--- config.mk ---
export PLATFORM = sky130hd
export DESIGN_NAME = tile_sequencer
export DESIGN_NICKNAME = d
export VERILOG_FILES = /design/src/hdl/ddr_pkg.sv /design/src/hdl/raster_pkg.sv /design/src/hdl/tile_sequencer.sv
export SDC_FILE = /design/constraint.sdc
export NUM_CORES = 1
export LEC_CHECK = 0
export BUFFER_PORTS_ARGS = -buffer_cell sky130_fd_sc_hd__buf_2
export CAP_MARGIN = 5
export CELL_PAD_IN_SITES_DETAIL_PLACEMENT = 1
export CELL_PAD_IN_SITES_GLOBAL_PLACEMENT = 2
export CORE_MARGIN = 8
export CORE_UTILIZATION = 33
export CTS_CLUSTER_DIAMETER = 100
export DETAILED_ROUTE_END_ITERATION = 10
export HOLD_SLACK_MARGIN = 0.08
export PLACE_DENSITY = 0.89
export SLEW_MARGIN = 20
export SYNTH_ARGS = -nofsm -noshare
export SYNTH_HDL_FRONTEND = slang
export SYNTH_SLANG_ARGS = --single-unit
--- constraint.sdc ---
create_clock -name clk -period 6.4 [get_ports clk]
set_input_delay 0.96 -clock clk [delete_from_list [all_inputs] [get_ports clk]]
set_output_delay 0.96 -clock clk [all_outputs]
set_load 0.05 [all_outputs]
--- src/hdl/ddr_pkg.sv ---
// DDR side constants shared by the read pump, the FIFO and the tile writer
// Addresses count 64-bit words, not bytes
// Framebuffer stride assumes a 640 pixel wide, 32 bpp surface
`default_nettype none

package ddr_pkg;

	// Bus geometry
	localparam int DDR_ADDR_W = 29;
	localparam int DDR_DATA_W = 64;

	typedef logic [DDR_ADDR_W-1:0] ddr_addr_t;
	typedef logic [DDR_DATA_W-1:0] ddr_word_t;
	typedef logic [7:0]            burst_t;

	// Tile descriptor: two header words, then the splat records
	localparam int HEADER_WORDS = 2;
	// One record is one read burst
	localparam int SPLAT_WORDS  = 2;
	// Colour bytes sit in the low bits of record word 1
	localparam int REC_COLOR_W  = 32;

	// Read buffering
	localparam int FIFO_DEPTH = 16;
	localparam int FIFO_AW    = $clog2(FIFO_DEPTH);

	// Framebuffer writes, one burst per tile row
	localparam int WR_BURST     = 8;
	localparam int FB_STRIDE_QW = 320;

endpackage

`default_nettype wire

--- src/hdl/raster_pkg.sv ---
// Tile geometry and datapath types for the rasterizer
// Tiles are square and a power of two on a side
// Buffer addresses are row major, row in the upper bits
`default_nettype none

package raster_pkg;

	localparam int TILE_DIM    = 16;
	localparam int TILE_PIXELS = TILE_DIM * TILE_DIM;
	localparam int TILE_CW     = $clog2(TILE_DIM);

	typedef logic [2*TILE_CW-1:0] tb_addr_t;

	// One framebuffer pixel, red in the low byte
	typedef struct packed {
		logic [7:0] pad;
		logic [7:0] b;
		logic [7:0] g;
		logic [7:0] r;
	} pixel_t;

	// Matches the record: word 0 in the low 64 bits, colour above
	typedef struct packed {
		logic [7:0]        opacity;
		logic [7:0]        b;
		logic [7:0]        g;
		logic [7:0]        r;
		logic signed [15:0] y1;
		logic signed [15:0] x1;
		logic signed [15:0] y0;
		logic signed [15:0] x0;
	} splat_t;

	// Tile sequencer states
	typedef enum logic [2:0] {
		IDLE,
		FLUSH_WAIT,
		CLEAR,
		PROCESS,
		FLUSH,
		DONE
	} seq_state_t;

endpackage

`default_nettype wire

--- src/hdl/tile_sequencer.sv ---
// Tile control: clear, fetch and rasterize splats, then start the flush
// At most one read burst is outstanding, so FIFO room covers it
// A new tile waits in FLUSH_WAIT while the previous flush runs
`timescale 1ns/10ps
`default_nettype none

module tile_sequencer import ddr_pkg::*, raster_pkg::*; (
	input  logic        clk,
	input  logic        reset,
	input  logic        tile_start,
	input  ddr_addr_t   tile_addr,
	input  logic [15:0] tile_px,
	input  logic [15:0] tile_py,
	input  logic [31:0] tile_splat_count,
	input  ddr_addr_t   fb_base,
	output logic        tile_done,
	output logic        busy,
	output ddr_addr_t   rd_addr,
	output burst_t      rd_burstcnt,
	output logic        rd_req,
	input  logic        rd_ack,
	input  logic        rd_data_valid,
	input  logic        fifo_room,
	output logic        fifo_flush,
	input  logic        splat_valid,
	output logic        take,
	output logic        rast_start,
	input  logic        rast_done,
	output logic [15:0] rast_tile_px,
	output logic [15:0] rast_tile_py,
	output logic        clear,
	input  logic        clearing,
	output logic        swap,
	output logic        wr_start,
	input  logic        wr_running,
	output logic [15:0] wr_tile_px,
	output logic [15:0] wr_tile_py,
	output ddr_addr_t   wr_fb_base
);

	seq_state_t state;
	ddr_addr_t cur_addr;
	ddr_addr_t cur_fb_base;
	logic [31:0] cur_count;
	logic [31:0] req_cnt;
	logic [31:0] done_cnt;
	logic [3:0] outst;
	logic rast_busy;
	logic flush_busy;
	logic issue;

	// Writer counts as busy from its start pulse on
	assign flush_busy = wr_running || wr_start;

	// Read pump condition
	assign issue = (state == PROCESS) && !rd_req && (outst == '0) &&
		(req_cnt != cur_count) && fifo_room;

	always_ff @(posedge clk) begin
		if (reset) begin
			state      <= IDLE;
			busy       <= 1'b0;
			tile_done  <= 1'b0;
			rd_req     <= 1'b0;
			fifo_flush <= 1'b0;
			take       <= 1'b0;
			rast_start <= 1'b0;
			clear      <= 1'b0;
			swap       <= 1'b0;
			wr_start   <= 1'b0;
			rast_busy  <= 1'b0;
			outst      <= '0;
			req_cnt    <= '0;
			done_cnt   <= '0;
		end else begin
			// Pulses
			tile_done  <= 1'b0;
			fifo_flush <= 1'b0;
			take       <= 1'b0;
			rast_start <= 1'b0;
			clear      <= 1'b0;
			swap       <= 1'b0;
			wr_start   <= 1'b0;

			// ============================================================
			// Read pump
			// ============================================================
			if (rd_req && rd_ack)
				rd_req <= 1'b0;
			if (issue) begin
				rd_addr     <= cur_addr + ddr_addr_t'(HEADER_WORDS) +
					ddr_addr_t'(req_cnt * SPLAT_WORDS);
				rd_burstcnt <= burst_t'(SPLAT_WORDS);
				rd_req      <= 1'b1;
				req_cnt     <= req_cnt + 1'b1;
			end
			// Words requested but not yet returned
			outst <= outst + (issue ? 4'(SPLAT_WORDS) : 4'd0) - 4'(rd_data_valid);

			if (rast_done) begin
				rast_busy <= 1'b0;
				done_cnt  <= done_cnt + 1'b1;
			end

			// ============================================================
			// Tile FSM
			// ============================================================
			case (state)
				IDLE, DONE: begin
					if (tile_start) begin
						busy         <= 1'b1;
						cur_addr     <= tile_addr;
						cur_count    <= tile_splat_count;
						cur_fb_base  <= fb_base;
						rast_tile_px <= tile_px;
						rast_tile_py <= tile_py;
						req_cnt      <= '0;
						done_cnt     <= '0;
						// Drop any stale words
						fifo_flush   <= 1'b1;
						if (flush_busy) begin
							state <= FLUSH_WAIT;
						end else begin
							clear <= 1'b1;
							state <= CLEAR;
						end
					end else if (state == DONE) begin
						busy  <= 1'b0;
						state <= IDLE;
					end
				end
				FLUSH_WAIT: begin
					if (!flush_busy) begin
						clear <= 1'b1;
						state <= CLEAR;
					end
				end
				// Clearing rises one cycle after the pulse
				CLEAR: begin
					if (!clear && !clearing)
						state <= PROCESS;
				end
				PROCESS: begin
					// Dispatch when the rasterizer is idle
					if (splat_valid && !rast_busy) begin
						take       <= 1'b1;
						rast_start <= 1'b1;
						rast_busy  <= 1'b1;
					end
					if (cur_count == '0 || (rast_done && done_cnt == cur_count - 1'b1))
						state <= FLUSH;
				end
				FLUSH: begin
					if (!flush_busy) begin
						wr_tile_px <= rast_tile_px;
						wr_tile_py <= rast_tile_py;
						wr_fb_base <= cur_fb_base;
						wr_start   <= 1'b1;
						swap       <= 1'b1;
						tile_done  <= 1'b1;
						state      <= DONE;
					end
				end
				default: state <= IDLE;
			endcase
		end
	end

	// Request fields hold until the DDR controller accepts
	a_rd_hold: assert property (@(posedge clk) disable iff (reset)
		rd_req && !rd_ack |=> rd_req && $stable(rd_addr));

endmodule

`default_nettype wire

==> impl_metrics.ini, run 1 <==
[job]
max_cap_violations = 0

[logic_synthesis]
async_flop_share_pct = 0
netlist_instances = 1098
yosysSeqAreaShare_pct = 59.40
ys.flop_type = edfxtp_1
netlist_area_sq_um = 13350
ys_types = 75
synth_warnings = 0
synth_edf_count = 212
yosys_register_bits = 290
syn_avg_cell_area_sq_um = 12.15

[floorplan]
die_w_microns = 217.1
ios = 271
dieArea_sq_um = 47130
start_util_pct = 33.51
die_y_microns = 217.1
core_region_area_sq_um = 39820
rows = 73

[clocking]
cts_root_buffer = clkbuf_16
cts.sinks = 290
htreeDepth = 2
numCtsBuffers = 36
post_cts_resize_count = 0
tritoncts = built
clk_pin_slew_ns = 0.06
clockBufferDepth = 3
hold_buffers = 0
clk-insertion-delay-late_ns = 0.56
post_cts_buffers = 0

[routing]
vias = 9636
drc = 0
ant_nets = 0
viasPerCell = 5.011
drtPass1Iterations = 5
drt-initial-drc-count = 420
avgRoutedWirePerCell_microns = 20.02
wirelength_microns = 38500

[sta]
skew_ns = 0.02954
max_freq_mhz = 251.8
hold_viol = 0
tightestPinTransition_ns = 0.9939
fin_crit_ns = 3.972
tns_ns = 0
layout_setup_ws_ns = 2.428
fin_hold_ws_ns = 0.4172
relSlewSlack_pct = 33.58
rsz0062_at_grt = no
fin_crit_sh_pct = 62.06
setup_violations = 0
drv_slew = 0

[placed_design]
pre_cts_ws_ns = 2.239
io_buffers = 262
hpwl_microns = 29220
place_congestion = 0.8121

[critical_path]
critPathLaunchType = flip-flop
path_cells = ha_1 > ha_1 > fa_1 > a21oi_1 > o22ai_1 > or4b_2 > a31o_2 > a311oi_1 > or3_1 > nand2_1 > o311ai_0
worstSetupEndpointType = flip-flop
worst-path-buf-inv = 0
cpLargestDelayFamily = compound AO/OA/AOI/OAI gates
r2r_end = rd_addr[26]
crit_type = flip-flop to flip-flop
r2r_cells = 11
critPathSlowestCell = or4b_2
max_stage_delay_ns = 0.67
reg2reg_slack_ns = 2.43
cp.required_ns = 6.75
r2r_start = req_cnt[1]
cp_max_fo = 6
arrival_ns = 4.32
cp_common_cell = ha_1

[outcome]
status = completed

[final_layout]
drive_gt1_share_pct = 24.82
areaGrowthSynthToFinish_pct = 22.38
seq_area_sq_um = 7928
fillerInstances = 4376
final_cell_mix = 262 x buf_2, 212 x edfxtp_1, 111 x nor2_1
final_common_cell = buf_2
multiInputGateArea_sq_um = 5100
fin_util_pct = 41.01
nets = 1563

[global_routing]
antenna_found_initial = 8
grt_pass1_vias = 10390
globalRouteOverflowTotal = 0
track_usage_pct = 15.98
grt_pass1_wl_microns = 59620
grt_max_degree = 62

[power]
powerDensity_nw_per_um2 = 289.6
p_int_uw = 3490
p_leak_uw = 0.006055
clockPowerShare_pct = 41.9
ir_worst_vdd_mv = 0.2419
power_frac_seq_pct = 47.3
switching_share_pct = 26.23
p_sw_uw = 1241
p_comb_share_pct = 10.8

[worst_hold_path]
min_to = wr_fb_base[6]
hold_start = cur_fb_base[6]
hp-class = flip-flop to flip-flop
hold_depth = 0
synthesized netlist by cell type, drive strengths merged, types with 3 or more instances:
master	n	area [sq um]
edfxtp	212	6366
nor2	113	424.2
xnor2	98	858.3
dfxtp	78	1562
ha	61	763.2
nand2	55	206.5
xor2	44	385.4
nand3	41	205.2
a21oi	40	200.2
o21ai	33	165.2
inv	31	116.4
nor3	29	166.4
nand4	26	162.7
buf	21	165.1
clkbuf	19	71.32
or3	18	122.6
nor4	15	112.6
and4	14	122.6
nand2b	12	75.07
and3	11	70.07
nor2b	10	62.56
a31oi	9	56.30
and2	9	56.30
or4	7	61.31
a21o	6	45.04
nor3b	6	55.05
a211oi	5	37.54
a21boi	5	37.54
mux2i	5	50.05
o311ai	5	43.79
a31o	4	35.04
o211ai	4	30.03
o21a	4	30.03
o31a	4	35.03
o31ai	4	30.03
or2	4	25.02
a211o	3	26.28
nand3b	3	22.52
o21bai	3	22.52
sequential cells by signal (all words and copies together), names as in the netlist, 29 cells and up:
register and count:
wr_fb_base 29, req_cnt 32, cur_fb_base 29, cur_count 32, rd_addr 29, cur_addr 29, done_cnt 32
per-layer routing:
metal,part of all wire (%),up-vias,track usage (%)
met5,0.11,-,0
met4,2.4,8,5.185
met3,8.8,56,6.200
met2,46,293,25.97
met1,42,4720,19.30
li1,-,4559,-
area by class of cell:
cell class | count | share of cell area (%)
Multi-Input combinational cell | 742 | 31.23
Inverter | 31 | 0.7125
Tap cell | 525 | 4.022
Clock inverter | 14 | 0.8427
Antenna cell | 4 | 0.06129
Timing Repair Buffer | 267 | 8.259
Sequential cell | 290 | 48.54
Clock buffer | 50 | 6.336
logic make-up after synthesis:
| kind of cell | after synthesis | share of synthesized area (%) |
|---|---|---|
| DFF | 290 | 59.40 |
| AOI/OAI and AO/OA | 140 | 6.657 |
| buffers and inverters | 72 | 2.719 |
| and+or+nand+nor | 383 | 15.37 |
| xor gates and xnor gates | 142 | 9.319 |
| other | 2 | 0.05627 |
| muxes | 6 | 0.4594 |
| adders and majority gates | 63 | 6.019 |
how the worst max path moves through the flow:
stage,endpoint,startpoint,cells after the start
finish,rd_addr[26],req_cnt[1],11
global route,rd_addr[26],req_cnt[1],11
global placement,outst[3],fifo_room,12
detailed placement,outst[3],fifo_room,12
CTS,rd_addr[26],req_cnt[1],11
floorplan,wr_fb_base[0],reset,3
worst reg2reg max path: cells and delay by family, from the launching register on:
kind	cells	cell delay, ns
compound gates	5	1.50
fa+ha+maj	3	0.89
flops	1	0.43
simple gates	3	0.95
stage by stage:
step | total power, uW | cells | area, sq um
2_1_floorplan | 2619 | 1104 | 13370
3_3_place_gp | 2773 | 1855 | 15150
3_5_place_dp | 2793 | 1855 | 15150
4_1_cts | 4808 | 1919 | 16320
5_1_grt | 4911 | 1923 | 16330
6_report | 4730 | 1923 | 16330
power groups by stage:
stage | sequential [uW] | clock [uW] | combinational, uW
after floorplan | 2330 | 0 | 294
after global placement | 2270 | 0 | 501
after detailed placement | 2280 | 0 | 516
after CTS | 2240 | 2050 | 520
after global routing | 2250 | 2100 | 558
final | 2240 | 1980 | 510
(Power assumes the default switching activity.)
==> inputs of run 2 (changes only) <==
--- a/config.mk
+++ b/config.mk
@@ -5,16 +5,17 @@
 export SDC_FILE = /design/constraint.sdc
 export NUM_CORES = 1
 export LEC_CHECK = 0
+export ABC_AREA = 1
 export BUFFER_PORTS_ARGS = -buffer_cell sky130_fd_sc_hd__buf_2
 export CAP_MARGIN = 5
 export CELL_PAD_IN_SITES_DETAIL_PLACEMENT = 1
 export CELL_PAD_IN_SITES_GLOBAL_PLACEMENT = 2
 export CORE_MARGIN = 8
-export CORE_UTILIZATION = 33
+export CORE_UTILIZATION = 31
 export CTS_CLUSTER_DIAMETER = 100
 export DETAILED_ROUTE_END_ITERATION = 10
 export HOLD_SLACK_MARGIN = 0.08
-export PLACE_DENSITY = 0.89
+export PLACE_DENSITY = 0.88
 export SLEW_MARGIN = 20
 export SYNTH_ARGS = -nofsm -noshare
 export SYNTH_HDL_FRONTEND = slang
==> constraint.sdc (replaced) <==
create_clock -name clk -period 3.4 [get_ports clk]
set_input_delay 0.51 -clock clk [delete_from_list [all_inputs] [get_ports clk]]
set_output_delay 0.51 -clock clk [all_outputs]
set_load 0.05 [all_outputs]
==> run 2 against run 1 <==
Compared with the run above:
- worst hold slack worse by 0.29 ns
- global-route usage up 0.89 points
- combinational power rose to 3.5 times the previous value
- largest cell class unchanged
- highest routed layer unchanged
- area after synthesis up 5.9%
- cell count up 23%
- maximum frequency up 30%
- via count up 18%
==> impl_metrics.ini, run 2 <==
[global_routing]
track_usage_pct = 16.87
grt_pass1_vias = 12230
grt_pass1_wl_microns = 70310
antenna_found_initial = 4
globalRouteOverflowTotal = 0
grt_max_degree = 62

[clocking]
tritoncts = built
hold_buffers = 0
numCtsBuffers = 34
clk-insertion-delay-late_ns = 0.55
cts_root_buffer = clkbuf_16
cts.sinks = 290
post_cts_resize_count = 0
htreeDepth = 2
clk_pin_slew_ns = 0.06
post_cts_buffers = 0
clockBufferDepth = 3

[logic_synthesis]
synth_warnings = 0
netlist_area_sq_um = 14140
async_flop_share_pct = 0
ys.flop_type = edfxtp_1
ys_types = 55
synth_edf_count = 212
synth_top_area_share_pct = 45.03
syn_avg_cell_area_sq_um = 9.722
netlist_instances = 1454
yosysTopAreaCell = edfxtp_1
ys_top_cells_by_area = edfxtp_1 45%, dfxtp_1 11%, nand2_1 7.9%
yosysSeqAreaShare_pct = 56.08
synth_most_common_cell = nand2_1
yosys_register_bits = 290
synthTopCellsByCount = 296 x nand2_1, 212 x edfxtp_1, 189 x nor2_1, 160 x inv_1, 78 x dfxtp_1

[final_layout]
drive_gt1_share_pct = 19.91
final_cell_mix = 296 x nand2_1, 262 x buf_2, 212 x edfxtp_1
stdcell_count = 2369
nets = 1937
final_common_cell = nand2_1
seq_area_sq_um = 7928
top_regs = cur_count: 32 flops, done_cnt: 32 flops, req_cnt: 32 flops
areaGrowthSynthToFinish_pct = 22.83
multiInputGateArea_sq_um = 5502
fin_util_pct = 38.43
fillerInstances = 5190

[critical_path]
max_stage_delay_ns = 0.42
cp.required_ns = 3.70
r2r_end = rd_addr[20]
worstSetupEndpointType = flip-flop
cp_max_fo = 5
critPathLaunchType = flip-flop
reg2reg_slack_ns = 0.35
crit_start = req_cnt[1]
r2r_cells = 11
r2r_start = req_cnt[1]
path_cells = ha_1 > ha_1 > fa_1 > nand3_1 > nand2_1 > a21oi_1 > o21ai_0 > a21oi_1 > o21ai_0 > a21oi_1 > xnor2_1
arrival_ns = 3.35
cp_common_cell = a21oi_1
critPathSlowestCell = dfxtp_1
crit_type = flip-flop to flip-flop

[routing]
viasPerCell = 4.799
drt-initial-drc-count = 587
avgRoutedWirePerCell_microns = 19.29
drc = 0
wirelength_microns = 45710
vias = 11370
ant_nets = 0
drtPass1Iterations = 5

[outcome]
status = completed

[floorplan]
core_region_area_sq_um = 45190
die_w_microns = 229.5
rows = 78
dieArea_sq_um = 52690
die_y_microns = 229.5
ios = 271
start_util_pct = 31.28

[worst_hold_path]
hp-class = input pin to flip-flop
min_to = cur_fb_base[25]
hold_depth = 1
hold_start = fb_base[25]

[power]
ir_worst_vdd_mv = 0.4990
p_leak_uw = 0.006880
totalPowerFinal_uw = 10100
powerDensity_nw_per_um2 = 581.4

[sta]
tns_ns = 0
fin_hold_ws_ns = 0.1287
fin_crit_ns = 3.048
fin_crit_sh_pct = 89.65
rsz0062_at_grt = no
drv_slew = 0
setup_violations = 0
max_freq_mhz = 328.1
tightestPinTransition_ns = 0.9636
skew_ns = 0.01683
relSlewSlack_pct = 35.61
hold_viol = 0

[job]
max_cap_violations = 0

[placed_design]
hpwl_microns = 36300
io_buffers = 262
dp.cells = 2306
place_congestion = 0.8877
run 2: cell count changes in the layout (fill, tap and decap cells not counted), moves of 16 or more:
cell     delta
nand2_1   +241
nand3_1    +22
or3_1      -16
nor3_1     +16
nor2_1     +75
xnor2_1    -60
inv_1     +129
a21oi_1    +19
run 2: worst max-delay path by stage:
| stage | to | slack, ns |
|---|---|---|
| 6_report | rd_addr[20] | 0.35 |
| 5_1_grt | rd_addr[20] | 0.12 |
| 4_1_cts | rd_addr[20] | 0.33 |
| 3_5_place_dp | rd_addr[20] | 0.32 |
| 3_3_place_gp | rd_addr[20] | 0.47 |
| 2_1_floorplan | cur_addr[0] | 0.41 |
run 2: metrics by stage:
stage | worst slack (ns) | area [sq um]
2_1_floorplan | 0.4108 | 14170
3_3_place_gp | 0.4739 | 16210
3_5_place_dp | 0.3242 | 16210
4_1_cts | 0.3297 | 17360
5_1_grt | 0.1206 | 17360
6_report | 0.3521 | 17360
run 2: worst max-delay path, delay by kind of cell (launching register included):
family          cells  cell delay, ns
fa+ha+maj           3            0.92
compound gates      5            1.20
xor+xnor            1            0.08
simple gates        2            0.20
flops               1            0.42
run 2: where the power goes:
part / leakage, uW / total (uW) / internal (uW) / switching (uW)
clock network: 0.000544 / 3810 / 2260 / 1550
logic: 0.00377 / 1810 / 500 / 1310
registers: 0.00256 / 4480 / 4230 / 251
run 2: cell families after synthesis:
family	count (synthesis)	synth area share (%)
flops	290	56.08
compound gates	149	6.028
simple gates	665	20.73
other cells	2	0.05313
fa+ha+maj	63	5.682
buf+inv	188	5.320
xor+xnor	97	6.107
run 2: final cells by class:
| type | count | share of cell area (%) |
|---|---|---|
| Sequential cell | 290 | 45.66 |
| Clock inverter | 19 | 1.542 |
| Tap cell | 600 | 4.324 |
| Timing Repair Buffer | 271 | 8.157 |
| Multi-Input combinational cell | 982 | 31.69 |
| Antenna cell | 1 | 0.01441 |
| Clock buffer | 43 | 5.095 |
| Inverter | 163 | 3.524 |
run 2: routing by layer:
layer | up-vias | part of all wire, % | track usage, %
met5 | - | 0.050 | 0
met2 | 258 | 50 | 29.86
met4 | 4 | 2.2 | 4.583
li1 | 5476 | - | -
met1 | 5556 | 43 | 20.54
met3 | 76 | 4.9 | 3.486
==> inputs of run 3 (changes only) <==
--- a/config.mk
+++ b/config.mk
@@ -5,17 +5,16 @@
 export SDC_FILE = /design/constraint.sdc
 export NUM_CORES = 1
 export LEC_CHECK = 0
-export ABC_AREA = 1
 export BUFFER_PORTS_ARGS = -buffer_cell sky130_fd_sc_hd__buf_2
 export CAP_MARGIN = 5
 export CELL_PAD_IN_SITES_DETAIL_PLACEMENT = 1
 export CELL_PAD_IN_SITES_GLOBAL_PLACEMENT = 2
 export CORE_MARGIN = 8
-export CORE_UTILIZATION = 31
+export CORE_UTILIZATION = 33
 export CTS_CLUSTER_DIAMETER = 100
 export DETAILED_ROUTE_END_ITERATION = 10
 export HOLD_SLACK_MARGIN = 0.08
-export PLACE_DENSITY = 0.88
+export PLACE_DENSITY = 0.89
 export SLEW_MARGIN = 20
 export SYNTH_ARGS = -nofsm -noshare
 export SYNTH_HDL_FRONTEND = slang
==> run 3 against run 2 <==
Compared with the run above:
- non-clock buffer count rose by 51
- critical path type unchanged
- maximum frequency down 10%
- first-iteration DRC count down 12%
- critical path depth stayed put
- register-to-register slack lost 0.34 ns
- highest routed layer unchanged
- worst setup slack worse by 0.34 ns
- cell count is 17% lower
- clock power hardly changed
- core utilization rose by 4.1 points
- clock skew increased by 0.024 ns
==> impl_metrics.ini, run 3 (synthesis results as in run 1) <==
[final_layout]
top_regs = cur_count: 32 flops, done_cnt: 32 flops, req_cnt: 32 flops
final_area_sq_um = 16930
fillerInstances = 4382
nets = 1618
final_cell_mix = 262 x buf_2, 212 x edfxtp_1, 111 x nor2_1
seq_area_sq_um = 7928
multiInputGateArea_sq_um = 5225
fin_util_pct = 42.51
areaGrowthSynthToFinish_pct = 26.84
final_common_cell = buf_2
drive_gt1_share_pct = 28.90

[sta]
max_freq_mhz = 295.3
drv_slew = 0
hold_viol = 0
fin_crit_ns = 3.387
fin_crit_sh_pct = 99.62
skew_ns = 0.04105
setup_violations = 0
tightestPinTransition_ns = 0.6614
layout_setup_ws_ns = 0.01304
rsz0062_at_grt = yes
relSlewSlack_pct = 55.56

[worst_hold_path]
hp-class = input pin to flip-flop
hold_start = tile_addr[21]

[placed_design]
place_area_sq_um = 15600
place_congestion = 0.8218
hpwl_microns = 29940
io_buffers = 262
pre_cts_ws_ns = -0.4867

[global_routing]
grt_pass1_wl_microns = 60840
globalRouteOverflowTotal = 0
grt_pass1_vias = 10560
grt_use_met2_pct = 26.17
grt_use_met3_pct = 6.477
grt_max_degree = 62
met1_usage_pct = 20.22
busiest_layer = met2
antenna_found_initial = 6
track_usage_pct = 16.37

[clocking]
cts.sinks = 290
clockBufferDepth = 3
cts_root_buffer = clkbuf_16
tritoncts = built
clk_pin_slew_ns = 0.06
htreeDepth = 2
numCtsBuffers = 36
clk-insertion-delay-late_ns = 0.55
hold_buffers = 0

[routing]
avgRoutedWirePerCell_microns = 20.12
vias = 9825
drt-initial-drc-count = 516
wirelength_microns = 39770
ant_nets = 0
viasPerCell = 4.970
drtPass1Iterations = 5
drc = 0

[critical_path]
crit_type = flip-flop to flip-flop
r2r_start = cur_addr[2]
crit_start = cur_addr[2]
cp.required_ns = 3.68
cp_max_fo = 3
arrival_ns = 3.67
critPathLaunchType = flip-flop
worstSetupEndpointType = flip-flop

[outcome]
status = completed

[power]
p_leak_uw = 0.006357
ir_worst_vdd_mv = 0.4398
powerDensity_nw_per_um2 = 535.6

[floorplan]
die_w_microns = 217.1
die_y_microns = 217.1
core_region_area_sq_um = 39820
ios = 271
dieArea_sq_um = 47130
start_util_pct = 33.51
rows = 73

[job]
max_cap_violations = 0
run 3: cell types whose count changed in the layout (fill, tap and decap cells not counted), sizes merged, moves of 18 or more:
cell and delta:
a21oi -20, buf +51, inv -131, nand2 -249
nand3 -25, nor2 -85, o21ai -19, or3 +18
xnor2 +60
run 3: worst max-delay path: stages, from the launching register on:
cell and delay (ns):
edfxtp_1 0.42, ha_4 0.27, ha_4 0.17, fa_2 0.41, a21oi_4 0.16, o22ai_2 0.11
or4b_4 0.52, a31o_4 0.27, a311oi_4 0.34, or3_4 0.20, a211o_1 0.14, o311ai_2 0.10
run 3: layout make-up:
| class | count | area share [%] |
|---|---|---|
| clock inverter | 26 | 1.611 |
| tap | 525 | 3.881 |
| timing repair buffer | 322 | 10.70 |
| antenna | 2 | 0.02957 |
| sequential | 290 | 46.83 |
| multi-input combinational | 742 | 30.87 |
| clock buffer | 39 | 5.388 |
| inverter | 31 | 0.6874 |
run 3: through the flow:
step,power (uW),cells,hold WS [ns],setup TNS [ns]
floorplan,4922,1104,0.4003,0
global placement,5269,1906,0.4008,-1.085
detailed placement,5314,1906,0.4052,-1.527
CTS,9197,1972,0.1015,0
global route,9438,1976,0.1095,-0.08868
finish,9066,1977,0.1332,0
run 3: path summary, 6_finish.rpt:
kind / end / slack (ns) / depth (start not counted)
setup / recovery: rd_addr[26] / 0.01 / 11
hold reg to reg: wr_fb_base[25] / 0.42 / 0
setup reg to reg: rd_addr[26] / 0.01 / 11
hold / removal: cur_addr[21] / 0.13 / 1
run 3: metal layers:
layer  share of wire (%)  wire length (microns)
met1                  42                  16740
met2                  46                  18470
met3                 9.1                   3631
met4                 2.2                    894
met5                0.12                     46
run 3: power by group:
part / internal [uW] / switching [uW]
logic: 368 / 681
clock network: 2270 / 1550
registers: 4040 / 162
total: 6670 / 2400
run 3: what timing repair did:
action                                  CTS  global route
endpoints found under the setup margin    6             6
buffers inserted                          1             3
endpoints found under the hold margin     0             0
cloned                                    0             0
pin swaps                                 3             6
gates resized for setup                   9            12
